===== config.mk =====
export PLATFORM = sky130hd
export DESIGN_NAME = alu_top
export DESIGN_NICKNAME = d
export VERILOG_FILES = /design/src/source/alu_pkg.sv /design/src/source/alu_addsub.sv /design/src/source/alu_bitlogic.sv /design/src/source/alu_ctrl.sv /design/src/source/alu_flags.sv /design/src/source/alu_shifter.sv /design/src/source/alu_top.sv
export SDC_FILE = /design/constraint.sdc
export NUM_CORES = 1
export LEC_CHECK = 0
export BUFFER_PORTS_ARGS = -buffer_cell sky130_fd_sc_hd__buf_4
export CAP_MARGIN = 20
export CORE_MARGIN = 10
export CORE_UTILIZATION = 45
export CTS_CLUSTER_DIAMETER = 60
export DETAILED_ROUTE_END_ITERATION = 16
export PLACE_DENSITY = 0.71
export SLEW_MARGIN = 20
export SYNTH_ARGS = -nofsm -noshare
export SYNTH_HDL_FRONTEND = slang
export SYNTH_SLANG_ARGS = --single-unit

===== constraint.sdc =====
create_clock -name clk -period 9.5 [get_ports clk]
set_input_delay 1.425 -clock clk [delete_from_list [all_inputs] [get_ports clk]]
set_output_delay 1.425 -clock clk [all_outputs]
set_load 0.01 [all_outputs]

===== src/source/alu_pkg.sv =====
`default_nettype none

package alu_pkg;

    localparam int DATA_W = 32;
    localparam int FLAG_W = 6;

    // positions inside the stored flag vector
    localparam int FLAG_S = 5;
    localparam int FLAG_Z = 4;
    localparam int FLAG_H = 3;
    localparam int FLAG_V = 2;
    localparam int FLAG_N = 1;
    localparam int FLAG_C = 0;

    typedef logic [2:0] width_t; // one-hot operand width

    localparam width_t W_NONE = 3'b000;
    localparam width_t W_BYTE = 3'b001;
    localparam width_t W_WORD = 3'b010;
    localparam width_t W_LONG = 3'b100;

    typedef enum logic [4:0] {
        OP_MOVE, OP_ADD, OP_ADC, OP_SUB, OP_SBC, OP_CP, OP_INC, OP_DEC, OP_NEG,
        OP_AND, OP_OR, OP_XOR, OP_CPL,
        OP_BIT, OP_SET, OP_RES, OP_CHG, OP_TSET,
        OP_RLC, OP_RRC, OP_RL, OP_RR, OP_SLA, OP_SRA, OP_SLL, OP_SRL,
        OP_SCF, OP_RCF, OP_CCF, OP_ZCF, OP_EXFF
    } alu_op_t;

    function automatic logic sign_of(input logic [DATA_W-1:0] x, input width_t wd);
        return wd[0] ? x[7] : wd[1] ? x[15] : x[31];
    endfunction

    function automatic logic zero_of(input logic [DATA_W-1:0] x, input width_t wd);
        return wd[0] ? x[7:0] == 8'd0 : wd[1] ? x[15:0] == 16'd0 : x == '0;
    endfunction

    // long width reuses the word parity
    function automatic logic parity_of(input logic [DATA_W-1:0] x, input width_t wd);
        return wd[0] ? ~^x[7:0] : ~^x[15:0];
    endfunction

endpackage

`default_nettype wire


===== src/source/alu_addsub.sv =====
`timescale 1ns/1ps
`default_nettype none

module alu_addsub (
    input  alu_pkg::alu_op_t             op,
    input  alu_pkg::width_t              w,
    input  logic [alu_pkg::DATA_W-1:0]   op0,
    input  logic [alu_pkg::DATA_W-1:0]   op2,
    input  logic                         carry_in,
    output logic [alu_pkg::DATA_W-1:0]   arith_result,
    output logic [alu_pkg::FLAG_W-1:0]   arith_flags
);

    logic        sub;
    logic        neg;
    logic        use_c;
    logic        keep_c;
    logic [31:0] a;
    logic [31:0] bx;
    logic [31:0] sum;
    logic [32:0] ext;
    logic        c0;
    logic        c4;
    logic        c8;
    logic        c16;
    logic        c32;
    logic        cw;

    function automatic logic [32:0] sx(input logic [31:0] x, input alu_pkg::width_t wd);
        return wd[0] ? {{25{x[7]}}, x[7:0]} : wd[1] ? {{17{x[15]}}, x[15:0]} : {x[31], x};
    endfunction

    assign sub    = op inside {alu_pkg::OP_SUB, alu_pkg::OP_SBC, alu_pkg::OP_CP,
                               alu_pkg::OP_DEC, alu_pkg::OP_NEG};
    assign neg    = op == alu_pkg::OP_NEG;
    assign use_c  = op inside {alu_pkg::OP_ADC, alu_pkg::OP_SBC};
    assign keep_c = op inside {alu_pkg::OP_INC, alu_pkg::OP_DEC};
    assign a      = neg ? 32'd0 : op0; // NEG is 0 - op0
    assign bx     = sub ? ~(neg ? op0 : op2) : op2;
    assign c0     = sub ^ (use_c & carry_in); // subtract as a + ~b + 1

    always_comb begin
        {c4, sum[3:0]}    = {1'b0, a[3:0]} + {1'b0, bx[3:0]} + {4'd0, c0};
        {c8, sum[7:4]}    = {1'b0, a[7:4]} + {1'b0, bx[7:4]} + {4'd0, c4};
        {c16, sum[15:8]}  = {1'b0, a[15:8]} + {1'b0, bx[15:8]} + {8'd0, c8};
        {c32, sum[31:16]} = {1'b0, a[31:16]} + {1'b0, bx[31:16]} + {16'd0, c16};
        ext = sx(a, w) + sx(bx, w) + {32'd0, c0};
    end

    assign cw           = w[0] ? c8 : w[1] ? c16 : c32;
    assign arith_result = (op == alu_pkg::OP_MOVE) ? op2 : sum;

    always_comb begin
        arith_flags[alu_pkg::FLAG_S] = alu_pkg::sign_of(sum, w);
        arith_flags[alu_pkg::FLAG_Z] = alu_pkg::zero_of(sum, w);
        arith_flags[alu_pkg::FLAG_H] = c4 ^ sub; // borrow on subtract
        arith_flags[alu_pkg::FLAG_V] = ext[32] ^ alu_pkg::sign_of(sum, w);
        arith_flags[alu_pkg::FLAG_N] = sub;
        arith_flags[alu_pkg::FLAG_C] = keep_c ? carry_in : cw ^ sub;
    end

endmodule

`default_nettype wire


===== src/source/alu_bitlogic.sv =====
`timescale 1ns/1ps
`default_nettype none

module alu_bitlogic (
    input  alu_pkg::alu_op_t             op,
    input  alu_pkg::width_t              w,
    input  logic [alu_pkg::DATA_W-1:0]   op0,
    input  logic [alu_pkg::DATA_W-1:0]   op2,
    input  logic [alu_pkg::FLAG_W-1:0]   cur_flags,
    output logic [alu_pkg::DATA_W-1:0]   logic_result,
    output logic [alu_pkg::FLAG_W-1:0]   logic_flags
);

    logic [3:0]                 idx;
    logic [alu_pkg::DATA_W-1:0] r;

    assign idx = op2[3:0]; // bit number
    assign logic_result = r;

    always_comb begin
        r           = op0;
        logic_flags = cur_flags;
        case (op)
            alu_pkg::OP_AND, alu_pkg::OP_OR, alu_pkg::OP_XOR: begin
                r = (op == alu_pkg::OP_AND) ? op0 & op2 :
                    (op == alu_pkg::OP_OR)  ? op0 | op2 : op0 ^ op2;
                logic_flags[alu_pkg::FLAG_S] = alu_pkg::sign_of(r, w);
                logic_flags[alu_pkg::FLAG_Z] = alu_pkg::zero_of(r, w);
                logic_flags[alu_pkg::FLAG_H] = (op == alu_pkg::OP_AND);
                logic_flags[alu_pkg::FLAG_V] = alu_pkg::parity_of(r, w);
                logic_flags[alu_pkg::FLAG_N] = 1'b0;
                logic_flags[alu_pkg::FLAG_C] = 1'b0;
            end
            alu_pkg::OP_CPL: begin
                r = ~op0;
                logic_flags[alu_pkg::FLAG_H] = 1'b1;
                logic_flags[alu_pkg::FLAG_N] = 1'b1;
            end
            alu_pkg::OP_BIT, alu_pkg::OP_TSET: begin
                if (op == alu_pkg::OP_TSET) begin
                    r[idx] = 1'b1;
                end
                logic_flags[alu_pkg::FLAG_Z] = ~op0[idx]; // tested before the set
                logic_flags[alu_pkg::FLAG_H] = 1'b1;
                logic_flags[alu_pkg::FLAG_N] = 1'b0;
            end
            alu_pkg::OP_SET: r[idx] = 1'b1;
            alu_pkg::OP_RES: r[idx] = 1'b0;
            alu_pkg::OP_CHG: r[idx] = ~op0[idx];
            default: ;
        endcase
    end

endmodule

`default_nettype wire


===== src/source/alu_ctrl.sv =====
`timescale 1ns/1ps
`default_nettype none

module alu_ctrl (
    input  logic                         clk,
    input  logic                         rst,
    input  alu_pkg::alu_op_t             op,
    input  alu_pkg::width_t              w,
    input  logic [alu_pkg::DATA_W-1:0]   op1,
    input  logic [alu_pkg::DATA_W-1:0]   imm,
    input  logic                         sel_imm,
    input  logic [alu_pkg::DATA_W-1:0]   arith_result,
    input  logic [alu_pkg::DATA_W-1:0]   logic_result,
    input  logic [alu_pkg::DATA_W-1:0]   shift_result,
    input  logic [alu_pkg::FLAG_W-1:0]   arith_flags,
    input  logic [alu_pkg::FLAG_W-1:0]   logic_flags,
    input  logic [alu_pkg::FLAG_W-1:0]   shift_flags,
    input  logic [alu_pkg::FLAG_W-1:0]   cur_flags,
    input  logic                         busy,
    input  logic                         shift_done,
    output logic [alu_pkg::DATA_W-1:0]   op2,
    output logic [alu_pkg::DATA_W-1:0]   dout,
    output alu_pkg::width_t              result_we,
    output logic                         shift_start,
    output alu_pkg::alu_op_t             shift_kind,
    output logic [alu_pkg::FLAG_W-1:0]   flag_next,
    output logic                         flag_load,
    output logic                         flag_swap
);

    logic                       issue;
    logic                       is_shift;
    logic                       is_arith;
    logic                       writes;
    logic [alu_pkg::DATA_W-1:0] unit_result;
    logic [alu_pkg::FLAG_W-1:0] cand;
    alu_pkg::width_t            shift_w; // width of the shift in flight

    assign op2         = sel_imm ? imm : op1;
    assign issue       = (w != alu_pkg::W_NONE) && !busy; // strobes during a shift are dropped
    assign is_shift    = op inside {alu_pkg::OP_RLC, alu_pkg::OP_RRC, alu_pkg::OP_RL,
                                    alu_pkg::OP_RR, alu_pkg::OP_SLA, alu_pkg::OP_SRA,
                                    alu_pkg::OP_SLL, alu_pkg::OP_SRL};
    assign is_arith    = op inside {alu_pkg::OP_MOVE, alu_pkg::OP_ADD, alu_pkg::OP_ADC,
                                    alu_pkg::OP_SUB, alu_pkg::OP_SBC, alu_pkg::OP_CP,
                                    alu_pkg::OP_INC, alu_pkg::OP_DEC, alu_pkg::OP_NEG};
    assign writes      = !(op inside {alu_pkg::OP_CP, alu_pkg::OP_BIT, alu_pkg::OP_SCF,
                                      alu_pkg::OP_RCF, alu_pkg::OP_CCF, alu_pkg::OP_ZCF,
                                      alu_pkg::OP_EXFF});
    assign shift_start = issue && is_shift;
    assign shift_kind  = op;
    assign unit_result = is_arith ? arith_result : logic_result;

    always_comb begin
        cand = cur_flags;
        case (op)
            alu_pkg::OP_INC, alu_pkg::OP_DEC: begin
                if (w[0]) begin
                    cand = arith_flags;
                end else begin
                    cand[alu_pkg::FLAG_H] = arith_flags[alu_pkg::FLAG_H]; // only H moves
                end
            end
            alu_pkg::OP_ADD, alu_pkg::OP_ADC, alu_pkg::OP_SUB, alu_pkg::OP_SBC,
            alu_pkg::OP_CP, alu_pkg::OP_NEG: cand = arith_flags;
            alu_pkg::OP_AND, alu_pkg::OP_OR, alu_pkg::OP_XOR, alu_pkg::OP_CPL,
            alu_pkg::OP_BIT, alu_pkg::OP_SET, alu_pkg::OP_RES, alu_pkg::OP_CHG,
            alu_pkg::OP_TSET: cand = logic_flags;
            alu_pkg::OP_SCF, alu_pkg::OP_RCF: begin
                cand[alu_pkg::FLAG_C] = (op == alu_pkg::OP_SCF);
                cand[alu_pkg::FLAG_H] = 1'b0;
                cand[alu_pkg::FLAG_N] = 1'b0;
            end
            alu_pkg::OP_CCF: begin
                cand[alu_pkg::FLAG_C] = ~cur_flags[alu_pkg::FLAG_C];
                cand[alu_pkg::FLAG_N] = 1'b0;
            end
            alu_pkg::OP_ZCF: begin
                cand[alu_pkg::FLAG_C] = ~cur_flags[alu_pkg::FLAG_Z];
                cand[alu_pkg::FLAG_N] = 1'b0;
            end
            default: ;
        endcase
    end

    assign flag_next = shift_done ? shift_flags : cand;
    assign flag_load = shift_done || (issue && !is_shift && op != alu_pkg::OP_MOVE
                                      && op != alu_pkg::OP_EXFF);
    assign flag_swap = issue && op == alu_pkg::OP_EXFF;

    always_ff @(posedge clk or posedge rst) begin
        if (rst) begin
            dout      <= '0;
            result_we <= alu_pkg::W_NONE;
            shift_w   <= alu_pkg::W_NONE;
        end else begin
            result_we <= alu_pkg::W_NONE;
            if (shift_start) begin
                shift_w <= w;
            end
            if (shift_done) begin
                dout      <= shift_result;
                result_we <= shift_start ? w : shift_w; // single step ends on issue
            end else if (issue && !is_shift && writes) begin
                dout      <= unit_result;
                result_we <= w;
            end
        end
    end

    a_w_onehot: assert property (@(posedge clk) disable iff (rst) $onehot0(w));

    // the source has no back-pressure and must stay idle during a shift
    a_no_issue_busy: assert property (@(posedge clk) disable iff (rst)
        busy |-> w == alu_pkg::W_NONE);

endmodule

`default_nettype wire


===== src/source/alu_flags.sv =====
`timescale 1ns/1ps
`default_nettype none

module alu_flags (
    input  logic                         clk,
    input  logic                         rst,
    input  logic [alu_pkg::FLAG_W-1:0]   flag_next,
    input  logic                         flag_load,
    input  logic                         flag_swap,
    output logic [alu_pkg::FLAG_W-1:0]   cur_flags,
    output logic [7:0]                   flags
);

    logic [alu_pkg::FLAG_W-1:0] f;
    logic [alu_pkg::FLAG_W-1:0] f_dash; // shadow F'

    always_ff @(posedge clk or posedge rst) begin
        if (rst) begin
            f      <= '0;
            f_dash <= '0;
        end else if (flag_swap) begin
            f      <= f_dash;
            f_dash <= f;
        end else if (flag_load) begin
            f <= flag_next;
        end
    end

    assign cur_flags = f;

    // external layout S Z - H - V N C
    assign flags = {f[alu_pkg::FLAG_S], f[alu_pkg::FLAG_Z], 1'b0, f[alu_pkg::FLAG_H],
                    1'b0, f[alu_pkg::FLAG_V], f[alu_pkg::FLAG_N], f[alu_pkg::FLAG_C]};

    a_load_xor_swap: assert property (@(posedge clk) disable iff (rst)
        !(flag_load && flag_swap));

endmodule

`default_nettype wire


===== src/source/alu_shifter.sv =====
`timescale 1ns/1ps
`default_nettype none

module alu_shifter (
    input  logic                         clk,
    input  logic                         rst,
    input  logic                         shift_start,
    input  alu_pkg::alu_op_t             shift_kind,
    input  alu_pkg::width_t              w,
    input  logic [alu_pkg::DATA_W-1:0]   op0,
    input  logic [3:0]                   count,
    input  logic                         carry_in,
    output logic [alu_pkg::DATA_W-1:0]   shift_result,
    output logic [alu_pkg::FLAG_W-1:0]   shift_flags,
    output logic                         busy,
    output logic                         shift_done
);

    logic [3:0]                 cnt; // steps still to go after this one
    logic [alu_pkg::DATA_W-1:0] work;
    logic [alu_pkg::DATA_W-1:0] src;
    logic [alu_pkg::DATA_W-1:0] res;
    logic                       run_c;
    logic                       cin;
    logic                       msb;
    logic                       fill;
    logic                       out_bit;
    alu_pkg::alu_op_t           kind_q;
    alu_pkg::alu_op_t           kind;
    alu_pkg::width_t            wd_q;
    alu_pkg::width_t            wd;

    // first step works straight from the operands
    assign src  = shift_start ? op0 : work;
    assign cin  = shift_start ? carry_in : run_c;
    assign kind = shift_start ? shift_kind : kind_q;
    assign wd   = shift_start ? w : wd_q;
    assign msb  = alu_pkg::sign_of(src, wd);

    always_comb begin
        fill    = 1'b0;
        out_bit = src[0];
        if (kind inside {alu_pkg::OP_RLC, alu_pkg::OP_RL, alu_pkg::OP_SLA, alu_pkg::OP_SLL}) begin
            out_bit = msb;
            if (kind == alu_pkg::OP_RLC) begin
                fill = msb;
            end else if (kind == alu_pkg::OP_RL) begin
                fill = cin;
            end
            res = {src[30:0], fill};
        end else begin
            case (kind)
                alu_pkg::OP_RRC: fill = src[0];
                alu_pkg::OP_RR:  fill = cin;
                alu_pkg::OP_SRA: fill = msb;
                default: ;
            endcase
            res = {1'b0, src[31:1]};
            if (wd[0]) begin
                res[7] = fill;
            end else if (wd[1]) begin
                res[15] = fill;
            end else begin
                res[31] = fill;
            end
        end
    end

    assign shift_result = res;
    assign shift_done   = shift_start ? (count == 4'd1) : (busy && cnt == 4'd1);

    always_comb begin
        shift_flags[alu_pkg::FLAG_S] = alu_pkg::sign_of(res, wd);
        shift_flags[alu_pkg::FLAG_Z] = alu_pkg::zero_of(res, wd);
        shift_flags[alu_pkg::FLAG_H] = 1'b0;
        shift_flags[alu_pkg::FLAG_V] = alu_pkg::parity_of(res, wd);
        shift_flags[alu_pkg::FLAG_N] = 1'b0;
        shift_flags[alu_pkg::FLAG_C] = out_bit;
    end

    always_ff @(posedge clk or posedge rst) begin
        if (rst) begin
            busy <= 1'b0;
            cnt  <= 4'd0;
        end else if (shift_start) begin
            cnt  <= count - 4'd1; // count 0 means 16
            busy <= count != 4'd1;
        end else if (busy) begin
            cnt  <= cnt - 4'd1;
            busy <= cnt != 4'd1;
        end
    end

    always_ff @(posedge clk) begin
        if (shift_start || busy) begin
            work  <= res;
            run_c <= out_bit;
        end
        if (shift_start) begin
            kind_q <= shift_kind;
            wd_q   <= w;
        end
    end

endmodule

`default_nettype wire


===== src/source/alu_top.sv =====
`timescale 1ns/1ps
`default_nettype none

module alu_top (
    input  logic                         clk,
    input  logic                         rst,
    input  alu_pkg::alu_op_t             op,
    input  alu_pkg::width_t              w,
    input  logic [alu_pkg::DATA_W-1:0]   op0,       // destination
    input  logic [alu_pkg::DATA_W-1:0]   op1,       // source
    input  logic [alu_pkg::DATA_W-1:0]   imm,
    input  logic                         sel_imm,
    output logic [alu_pkg::DATA_W-1:0]   dout,
    output alu_pkg::width_t              result_we,
    output logic [7:0]                   flags,
    output logic                         busy
);

    logic [alu_pkg::DATA_W-1:0] op2;
    logic [alu_pkg::DATA_W-1:0] arith_result;
    logic [alu_pkg::DATA_W-1:0] logic_result;
    logic [alu_pkg::DATA_W-1:0] shift_result;
    logic [alu_pkg::FLAG_W-1:0] arith_flags;
    logic [alu_pkg::FLAG_W-1:0] logic_flags;
    logic [alu_pkg::FLAG_W-1:0] shift_flags;
    logic [alu_pkg::FLAG_W-1:0] cur_flags;
    logic [alu_pkg::FLAG_W-1:0] flag_next;
    logic                       flag_load;
    logic                       flag_swap;
    logic                       shift_start;
    logic                       shift_done;
    alu_pkg::alu_op_t           shift_kind;

    alu_ctrl u_ctrl (
        .clk, .rst, .op, .w, .op1, .imm, .sel_imm,
        .arith_result, .logic_result, .shift_result,
        .arith_flags, .logic_flags, .shift_flags, .cur_flags,
        .busy, .shift_done, .op2, .dout, .result_we,
        .shift_start, .shift_kind, .flag_next, .flag_load, .flag_swap
    );

    alu_addsub u_addsub (
        .op, .w, .op0, .op2,
        .carry_in (cur_flags[alu_pkg::FLAG_C]),
        .arith_result, .arith_flags
    );

    alu_bitlogic u_bitlogic (
        .op, .w, .op0, .op2, .cur_flags, .logic_result, .logic_flags
    );

    alu_shifter u_shifter (
        .clk, .rst, .shift_start, .shift_kind, .w, .op0,
        .count    (op2[3:0]),  // 0 means 16 steps
        .carry_in (cur_flags[alu_pkg::FLAG_C]),
        .shift_result, .shift_flags, .busy, .shift_done
    );

    alu_flags u_flags (
        .clk, .rst, .flag_next, .flag_load, .flag_swap, .cur_flags, .flags
    );

endmodule

`default_nettype wire

==> metrics.md, run 1 <==
| Metric | Value |
|---|---|
| Setup crit start kind | `input pin` |
| Site row count | `62` |
| Cell count after synthesis | `1821` |
| Final setup vio count | `0` |
| Number of synthesized register bits | `95` |
| Most common cell on crit path | `fa_1` |
| Gr ovfl total | `0` |
| Worst R2R Setup Slack | `1710 ps` |
| Async set-or-reset flop fraction in the synthesized netlist | `0.579` |
| Die area | `36900 sq um` |
| Vias | `14300` |
| Slew Viols, Final | `0` |
| Root buf cell | `clkbuf_16` |
| Post-synth EDFFs | `33` |
| WL/cell | `22.4 um` |
| Slowest Stage Delay on Critical Path | `460 ps` |
| Synth warn | `0` |
| Avg Cell Area, Syn | `7.31 sq um` |
| Placer Congestion | `0.983` |
| Clock Sinks | `95` |
| Fraction of layout cells with a size suffix above 1 | `0.128` |
| Initial antenna violation count | `2` |
| Number of max-cap violations | `0` |
| DR pass1 iterations | `6` |
| Total routed wirelength | `51300 um` |
| Post-DP HPWL | `39700 um` |
| DRC viols | `0` |
| Period utilization | `0.934` |
| CTS tree | `done` |
| WP data arrival | `9090 ps` |
| I/O pin count | `151` |
| Hold buffer count at CTS | `0` |
| First-pass GRT wire length | `77900 um` |
| Unique cell type count in the Yosys netlist | `72` |
| HP Class | `flop to flop` |
| Met2 wire len | `21300 um` |
| Core area | `28900 sq um` |
| Top sig layer | `met5` |
| Critical Path End Type | `flop` |
| M1 WL | `22800 um` |
| LEAKAGE | `0.00675 uW` |
| Worst Clk Skew | `5.56 ps` |
| Status | `complete, no violations` |
| Die height | `192 um` |
| CTS buffer count | `9` |
| Total GRT Usage | `0.267` |
| Vias/cell | `6.26` |
| Met3 wire length | `6090 um` |
| Crit Path Max Fanout | `21` |
| Final Hold Fails | `0` |
| WP data required | `9720 ps` |
| Peak VDD IR | `0.000183 V` |
| Worst Tran Pin Value | `1150 ps` |
| Sequential cell area fraction in the yosys report | `0.188` |
| Post-Syn Area | `13300 sq um` |
| Starting Density | `0.460` |
| Clock Path Buffers | `2` |
| Reg clk slew, reported paths | `60 ps` |
| Fin crit period | `8870 ps` |
| TNS Setup | `0 ps` |
| WS Path Type | `input pin to flop` |
| RSZ-0062 raised after global routing | `false` |
| Die X-Extent | `192 um` |
| PD cells | `226 nW/um^2` |
| H-Tree Level Count | `3` |
| Total chip power | `3390 uW` |
| Crit-path slowest cell | `fa_1` |
| Worst slew margin | `0.231` |
| Clock Latency Late Sink | `350 ps` |
| Largest net degree at the start of global routing | `73` |
| Vias in the first global route | `13100` |
| FMAX | `0.113 GHz` |
| Most used flip-flop cell after synthesis | `dfrtp_1` |
| IO buf count | `148` |
| Final core utilization | `0.520` |
| Final net count | `2150` |
| Initial DRC count | `2227` |
| Antenna violation net count after detailed routing | `0` |
| Syn-to-layout area delta | `13.0%` |
logic make-up after synthesis:
logic type / count (synthesis) / share of synthesized area
DFF: 95 / 0.188
and+or+nand+nor: 558 / 0.187
xor gates and xnor gates: 43 / 0.0283
muxes: 95 / 0.0794
AOI/OAI and AO/OA: 632 / 0.299
buffers and inverters: 249 / 0.0736
other: 1 / 0.000282
adders and majority gates: 148 / 0.144
path summary, 6_finish.rpt:
path | startpoint | to | cells after the start
worst min-delay path | u_ctrl.shift_w[2]$_DFF_PP0_ | u_ctrl.shift_w[2]$_DFF_PP0_ | 2
max in group asynchronous | rst | u_ctrl.dout[4]$_DFFE_PP0P_ | 3
worst max register to register | u_flags.cur_flags[0]$_DFFE_PP0P_ | u_flags.cur_flags[0]$_DFFE_PP0P_ | 38
min in group asynchronous | rst | u_ctrl.dout[17]$_DFFE_PP0P_ | 3
worst max-delay path | op[2] | u_flags.cur_flags[0]$_DFFE_PP0P_ | 43
worst min register to register | u_ctrl.shift_w[2]$_DFF_PP0_ | u_ctrl.shift_w[2]$_DFF_PP0_ | 2
cells in the final DEF (no fill, tap or decap), drive strengths merged, types with 29 or more instances in the layout:
master | synthesis | final
a211oi | 77 | 77
a21oi | 208 | 208
buf | 41 | 192
dfrtp | 55 | 55
edfxtp | 33 | 33
ha | 140 | 140
inv | 117 | 117
mux2i | 83 | 83
nand2 | 199 | 199
nand2b | 30 | 30
nor2 | 193 | 193
nor3 | 31 | 31
o21a | 30 | 30
o21ai | 136 | 136
xnor2 | 29 | 29
metal layers:
layer / vias up / global-route usage
li1: 6737 / -
met1: 6632 / 0.395
met2: 858 / 0.383
met3: 77 / 0.0582
met4: 2 / 0.0641
met5: - / 0
sequential cells by signal, indices dropped and copies added (netlist names):
signal / cells
u_ctrl.dout: 32
u_shifter.work: 32
u_flags.cur_flags: 6
u_flags.f_dash: 6
u_shifter.kind_q: 5
u_shifter.cnt: 4
u_ctrl.result_we: 3
u_ctrl.shift_w: 3
u_shifter.wd_q: 2
u_shifter.busy: 1
u_shifter.run_c: 1
synthesized netlist by cell type (all sizes together) (22+ instances only):
cell type | number | area (sq um)
nand2b | 30 | 188
clkbuf | 90 | 338
a211oi | 77 | 591
nor3 | 31 | 166
o211ai | 23 | 173
a21oi | 208 | 1040
o21a | 30 | 225
nand2 | 199 | 749
buf | 41 | 199
a31oi | 22 | 138
nor2b | 28 | 175
o21ai | 136 | 681
inv | 117 | 439
xnor2 | 29 | 254
dfrtp | 55 | 1380
ha | 140 | 1750
mux2i | 83 | 843
edfxtp | 33 | 991
nor2 | 193 | 724
timing repair:
action	in CTS	in global routing
hold endpoints to repair	0	0
buffers inserted	0	2
endpoints found under the setup margin	0	3
resized for setup	0	6
critical path: cells and delay by family:
family,cells,cell delay [ps]
buffers and inverters,6,550
and+or+nand+nor,11,1380
muxes,1,180
AOI/OAI and AO/OA,17,3010
adders and majority gates,8,2500
power by group:
part | switching, uW | internal, uW
registers | 168 | 685
clock network | 157 | 175
logic | 1310 | 896
total | 1640 | 1760
layout make-up:
cell class	count	area [sq um]
inverters	118	443
clock inverters	5	25.0
well taps	384	480
clock buffers	11	233
fillers	2881	13900
flip-flops and latches	95	2510
diodes	1	2.50
repair buffers	193	1450
multi-input cells	1478	9910
through the flow:
stage	hold WS (ps)	std cells	worst slack (ps)	area [sq um]
final	477	2285	631	15000
after global routing	506	2284	54.1	15000
after CTS	479	2281	438	15000
after detailed placement	463	2265	96.5	14700
after global placement	456	2265	370	14700
after floorplan	435	1822	155	13300
No activity file was read; power rests on OpenSTA's default activity.
==> run 2, diff against run 1 <==
- ABC_CLOCK_PERIOD_IN_PS: not set -> 11300
- clock period: 9.5 -> 11.3 ns (I/O delays scaled with it)
==> run 2 against run 1 <==
  * Cell count fell by 0.61%
  * Largest power group unchanged
  * Die area unchanged
  * Non-clock buffer count is 13 lower
  * Largest cell class unchanged
  * Sequential cell count is the same
  * Routed wire length is 0.96% lower
  * Cell area decreased by 0.34%
==> metrics.md, run 2 (same netlist as run 1, synthesis figures left out) <==
| Metric | Value |
|---|---|
| Status | `complete, no violations` |
| Initial antenna violation count | `2 (unchanged)` |
| Worst slew margin | `0.236 (+0.00485)` |
| Fillcell total | `2855 (-0.90%)` |
| M2 GR Usage | `0.385 (+0.00256)` |
| Total routed wirelength | `50800 um (-0.96%)` |
| Fraction of layout cells with a size suffix above 1 | `0.122 (-0.00653)` |
| LEAKAGE | `0.00672 uW (-0.41%)` |
| Cell Area, Placed | `14700 sq um (-0.51%)` |
| First-pass GRT wire length | `77400 um (-0.71%)` |
| TNS Setup | `0 ps (unchanged)` |
| Gr ovfl total | `0 (unchanged)` |
| H-Tree Level Count | `3 (unchanged)` |
| Vias in the first global route | `13100 (+0.061%)` |
| Clock Path Buffers | `2 (unchanged)` |
| M1 GR Usage | `0.389 (-0.00590)` |
| Root buf cell | `clkbuf_16` |
| Peak VDD IR | `0.000170 V (-7.6%)` |
| Die X-Extent | `192 um (unchanged)` |
| Clock Sinks | `95 (unchanged)` |
| Final Hold Fails | `0 (unchanged)` |
| Total GRT Usage | `0.266 (-0.00150)` |
| Placer Congestion | `0.971 (-1.3%)` |
| Final net count | `2137 (-0.60%)` |
| I/O pin count | `151 (unchanged)` |
| Post-Place Cells | `2255 (-0.44%)` |
| Die area | `36900 sq um (unchanged)` |
| Number of max-cap violations | `0 (unchanged)` |
| Crit-path slowest cell | `fa_1` |
| DRC viols | `0 (unchanged)` |
| Period utilization | `0.827` |
| Syn-to-layout area delta | `12.6%` |
| Core area | `28900 sq um (unchanged)` |
| Reg clk slew, reported paths | `70 ps (about the same)` |
| Hold buffer count at CTS | `0 (unchanged)` |
| Initial DRC count | `2072 (-7.0%)` |
| HP Class | `flop to flop` |
| Final setup vio count | `0 (unchanged)` |
| Slew Viols, Final | `0 (unchanged)` |
| WS Path Type | `input pin to flop` |
| Commonest non-fill, non-tap cells in the layout | `a21oi_1, nand2_1, nor2_1, buf_4, ha_1` |
| Vias | `14300 (-0.14%)` |
| Slowest Stage Delay on Critical Path | `440 ps (-20 ps)` |
| Clock Latency Late Sink | `360 ps (about the same)` |
| Site row count | `62 (unchanged)` |
| RSZ-0062 raised after global routing | `false` |
| WL/cell | `22.4 um (-0.35%)` |
| Largest net degree at the start of global routing | `75 (+2.7%)` |
| Worst Tran Pin Value | `1140 ps (-7.23 ps)` |
| IO buf count | `148 (unchanged)` |
| Fin crit period | `9350 ps` |
| Critical Path End Type | `flop` |
| Crit Path Max Fanout | `62 (+200%)` |
| Worst R2R Setup Slack | `3400 ps (+1690 ps)` |
| PD cells | `194 nW/um^2 (-14%)` |
| Commonest non-fill, non-tap cell in the layout | `a21oi_1` |
| FMAX | `0.107 GHz` |
| Met3 Usage GRT | `0.0551 (-0.00308)` |
| Grt peak-use layer | `met1` |
| DR pass1 iterations | `6 (unchanged)` |
| Setup crit start kind | `input pin` |
| Worst Clk Skew | `12.4 ps (+6.86 ps)` |
| CTS resizes | `0 (unchanged)` |
| Biggest regs | `u_ctrl.dout x32, u_shifter.work x32` |
| Most common cell on crit path | `fa_1` |
| WP data required | `11530 ps (+1810 ps)` |
| Starting Density | `0.460 (unchanged)` |
| Final Non-Filler Cells | `2271 (-0.61%)` |
| WP data arrival | `9580 ps (+490 ps)` |
| CTS tree | `done` |
| Fin area | `15000 sq um (-0.34%)` |
| CTS buffer count | `9 (unchanged)` |
| Antenna violation net count after detailed routing | `0 (unchanged)` |
| Post-DP HPWL | `39500 um (-0.47%)` |
| Post-CTS Setup Bufs | `0 (unchanged)` |
| Vias/cell | `6.29 (+0.48%)` |
| Die height | `192 um (unchanged)` |
| Ant. Diodes | `0 (-1)` |
[run 2: cell types whose count changed in the layout (fill, tap and decap cells not counted), sizes merged]
| cell | previous run | this run |
|---|---|---|
| inv | 117 | 121 |
| buf | 192 | 180 |
| clkinv | 5 | 2 |
| clkinvlp | 1 | 0 |
| diode | 1 | 0 |
| bufinv | 0 | 2 |
| clkbuf | 12 | 9 |
[run 2: report_power, final]
group | total [uW] | internal (uW) | switching (uW)
clock | 344 | 198 | 146
sequential | 721 | 576 | 145
combinational | 1850 | 747 | 1100
total | 2910 | 1520 | 1390
[run 2: final timing paths]
kind / from / endpoint / depth (start not counted)
max: op[2] / u_flags.cur_flags[0]$_DFFE_PP0P_ / 40
min: u_ctrl.shift_w[2]$_DFF_PP0_ / u_ctrl.shift_w[2]$_DFF_PP0_ / 2
max reg2reg: u_flags.cur_flags[0]$_DFFE_PP0P_ / u_flags.cur_flags[0]$_DFFE_PP0P_ / 38
min reg2reg: u_ctrl.shift_w[2]$_DFF_PP0_ / u_ctrl.shift_w[2]$_DFF_PP0_ / 2
max in group asynchronous: rst / u_flags.f_dash[3]$_DFFE_PP0P_ / 3
min in group asynchronous: rst / u_ctrl.dout[17]$_DFFE_PP0P_ / 3
[run 2: worst max-delay path: cells and delay by family]
family	cells	cell delay [ps]
AO/OA/AOI/OAI	17	3120
AND/OR/NAND/NOR	9	1350
buffers and inverters	6	880
multiplexers	1	170
adder cells (fa/ha/maj)	7	2310
[run 2: cell type report]
type / count / area (sq um) / share of cell area
Clock inverter: 7 / 103 / 0.00684
Tap cell: 384 / 480 / 0.0320
Inverter: 118 / 443 / 0.0295
Sequential cell: 95 / 2510 / 0.167
Timing Repair Buffer: 180 / 1350 / 0.0901
Clock buffer: 9 / 225 / 0.0150
Multi-Input combinational cell: 1478 / 9880 / 0.659
[run 2: routing by layer]
layer	routed length, um	share of wire	vias up
li1	-	-	6733
met1	22600	0.44	6675
met2	21300	0.42	797
met3	5830	0.11	79
met4	1100	0.022	2
met5	13	0.00026	-
[run 2: stage by stage]
| step | hold slack [ps] | worst slack, ps | total power, uW | utilization |
|---|---|---|---|---|
| floorplan | 435 | 1680 | 1930 | - |
| global placement | 453 | 1780 | 2480 | 0.506 |
| detailed placement | 463 | 1630 | 2520 | 0.507 |
| CTS | 481 | 1980 | 2870 | 0.518 |
| global route | 503 | 1110 | 3120 | 0.518 |
| finish | 478 | 1950 | 2910 | 0.518 |
==> run 3, diff against run 2 <==
- ABC_CLOCK_PERIOD_IN_PS: 11300 -> 9800
- clock period: 11.3 -> 9.8 ns (I/O delays scaled with it)
==> run 3 against run 2 <==
  * Highest routed layer is now met4
  * Routed wire length shrank 0.35%
  * Count of clock-buffer cells in the layout is the same
  * Critical endpoint unchanged
  * Cell count grew 0.22%
==> metrics.md, run 3 (same netlist as run 1, synthesis figures left out) <==
| Metric | Value |
|---|---|
| Status | `complete, no violations` |
| Worst Clk Skew | `8.53 ps (-3.90 ps)` |
| Critical Path End Type | `flop` |
| H-Tree Level Count | `3 (unchanged)` |
| Ant. Diodes | `0 (unchanged)` |
| DRC viols | `0 (unchanged)` |
| Largest net degree at the start of global routing | `73 (-2.7%)` |
| Starting Density | `0.460 (unchanged)` |
| WP data arrival | `9210 ps (-370 ps)` |
| LEAKAGE | `0.00674 uW (+0.31%)` |
| Commonest non-fill, non-tap cell in the layout | `a21oi_1` |
| Vias/cell | `6.31 (+0.26%)` |
| Final setup vio count | `0 (unchanged)` |
| WP data required | `10020 ps (-1510 ps)` |
| I/O pin count | `151 (unchanged)` |
| Commonest non-fill, non-tap cells in the layout | `a21oi_1, nand2_1, nor2_1, buf_4, ha_1` |
| Die height | `192 um (unchanged)` |
| Clock Sinks | `95 (unchanged)` |
| Crit Path Max Fanout | `15 (-76%)` |
| Biggest regs | `u_ctrl.dout x32, u_shifter.work x32` |
| Initial antenna violation count | `0 (-2)` |
| Root buf cell | `clkbuf_16` |
| WL/cell | `22.2 um (-0.57%)` |
| Fin crit period | `8990 ps` |
| Fraction of layout cells with a size suffix above 1 | `0.126 (+0.00391)` |
| Worst Reg-to-Reg Cells | `38 (unchanged)` |
| Fillcell total | `2878 (+0.81%)` |
| Syn-to-layout area delta | `12.9%` |
| M2 GR Usage | `0.376 (-0.00982)` |
| Antenna violation net count after detailed routing | `0 (unchanged)` |
| Number of max-cap violations | `0 (unchanged)` |
| Initial DRC count | `2215 (+6.9%)` |
| Site row count | `62 (unchanged)` |
| DR pass1 iterations | `6 (unchanged)` |
| Clock Path Buffers | `2 (unchanged)` |
| HP Class | `flop to flop` |
| M1 GR Usage | `0.389 (-0.000972)` |
| Worst Hold Path Cells | `2 (unchanged)` |
| Die area | `36900 sq um (unchanged)` |
| Slew Viols, Final | `0 (unchanged)` |
| Worst slew margin | `0.179 (-0.0569)` |
| IO buf count | `148 (unchanged)` |
| Post-DP HPWL | `39300 um (-0.55%)` |
| CTS buffer count | `9 (unchanged)` |
| Met3 Usage GRT | `0.0564 (+0.00127)` |
| Gr ovfl total | `0 (unchanged)` |
| RSZ-0062 raised after global routing | `false` |
| First-pass GRT wire length | `76500 um (-1.1%)` |
| Total GRT Usage | `0.263 (-0.00278)` |
| Final net count | `2142 (+0.23%)` |
| Period utilization | `0.917` |
| WS Path Type | `input pin to flop` |
| TNS Setup | `0 ps (unchanged)` |
| Clock Latency Late Sink | `350 ps (about the same)` |
| Worst Tran Pin Value | `1220 ps (+84.8 ps)` |
| Vias in the first global route | `13000 (-1.2%)` |
| Placer Congestion | `0.980 (+1.0%)` |
| Die X-Extent | `192 um (unchanged)` |
| Peak VDD IR | `0.000202 V (+19%)` |
| FMAX | `0.111 GHz` |
| Final Hold Fails | `0 (unchanged)` |
| Grt peak-use layer | `met1` |
| Final core utilization | `0.520 (+0.00160)` |
| CTS tree | `done` |
| Core area | `28900 sq um (unchanged)` |
| Vias | `14400 (+0.48%)` |
| Worst R2R Setup Slack | `2000 ps (-1400 ps)` |
| PD cells | `222 nW/um^2 (+14%)` |
| Setup crit start kind | `input pin` |
| Most common cell on crit path | `fa_1` |
| Crit-path slowest cell | `fa_1` |
| Reg clk slew, reported paths | `60 ps (about the same)` |
| Total routed wirelength | `50600 um (-0.35%)` |
| Slowest Stage Delay on Critical Path | `460 ps (+20 ps)` |
-- run 3: cell types whose count changed in the layout (fill, tap and decap cells not counted), sizes merged --
cell	change
inv	-2
clkinvlp	+1
clkinv	+1
buf	+5
-- run 3: path summary, 6_finish.rpt --
check | start | endpoint
setup / recovery | op[2] | u_flags.cur_flags[0]$_DFFE_PP0P_
hold reg to reg | u_ctrl.shift_w[1]$_DFF_PP0_ | u_ctrl.shift_w[1]$_DFF_PP0_
hold / removal | u_ctrl.shift_w[1]$_DFF_PP0_ | u_ctrl.shift_w[1]$_DFF_PP0_
setup reg to reg | u_flags.cur_flags[0]$_DFFE_PP0P_ | u_flags.cur_flags[0]$_DFFE_PP0P_
min in group asynchronous | rst | u_ctrl.dout[16]$_DFFE_PP0P_
max in group asynchronous | rst | u_flags.cur_flags[1]$_DFFE_PP0P_
-- run 3: routing by layer --
metal / vias up / wire, um
met5: - / 0
met4: 0 / 1010
met3: 72 / 6210
met2: 853 / 21000
met1: 6688 / 22400
li1: 6741 / -
-- run 3: per-stage QoR --
stage	total power [uW]	cells	hold slack (ps)	instance area, sq um	setup slack [ps]
3_3_place_gp	2850	2259	452	14700	492
4_1_cts	3290	2275	484	15000	748
3_5_place_dp	2890	2259	464	14700	404
2_1_floorplan	2230	1822	435	13300	410
6_report	3330	2276	481	15000	810
5_1_grt	3570	2276	499	15000	75.9
-- run 3: critical path, delay by kind of cell --
kind | cells | cell delay, ps
muxes | 1 | 180
adders and majority gates | 8 | 2520
AOI/OAI and AO/OA | 17 | 2930
and+or+nand+nor | 11 | 1540
buffers and inverters | 6 | 560
-- run 3: cell type report --
type,instances,area (sq um),area share
clock buffer,9,225,0.0150
clock inverter,7,95.1,0.00632
sequential,95,2510,0.167
timing repair buffer,185,1390,0.0926
tap,384,480,0.0319
inverter,118,443,0.0294
multi-input combinational,1478,9900,0.658
-- run 3: power breakdown --
part	switching [uW]	leakage [uW]	internal, uW	total, uW
logic	1260	0.00551	863	2120
registers	163	0.00107	664	828
clock network	158	0.000156	225	383
total	1580	0.00674	1750	3330
-- run 3: what timing repair did --
action	CTS	global route
gates resized for setup	0	5
setup endpoints to repair	0	2
setup buffers	0	0
hold buffers	0	0
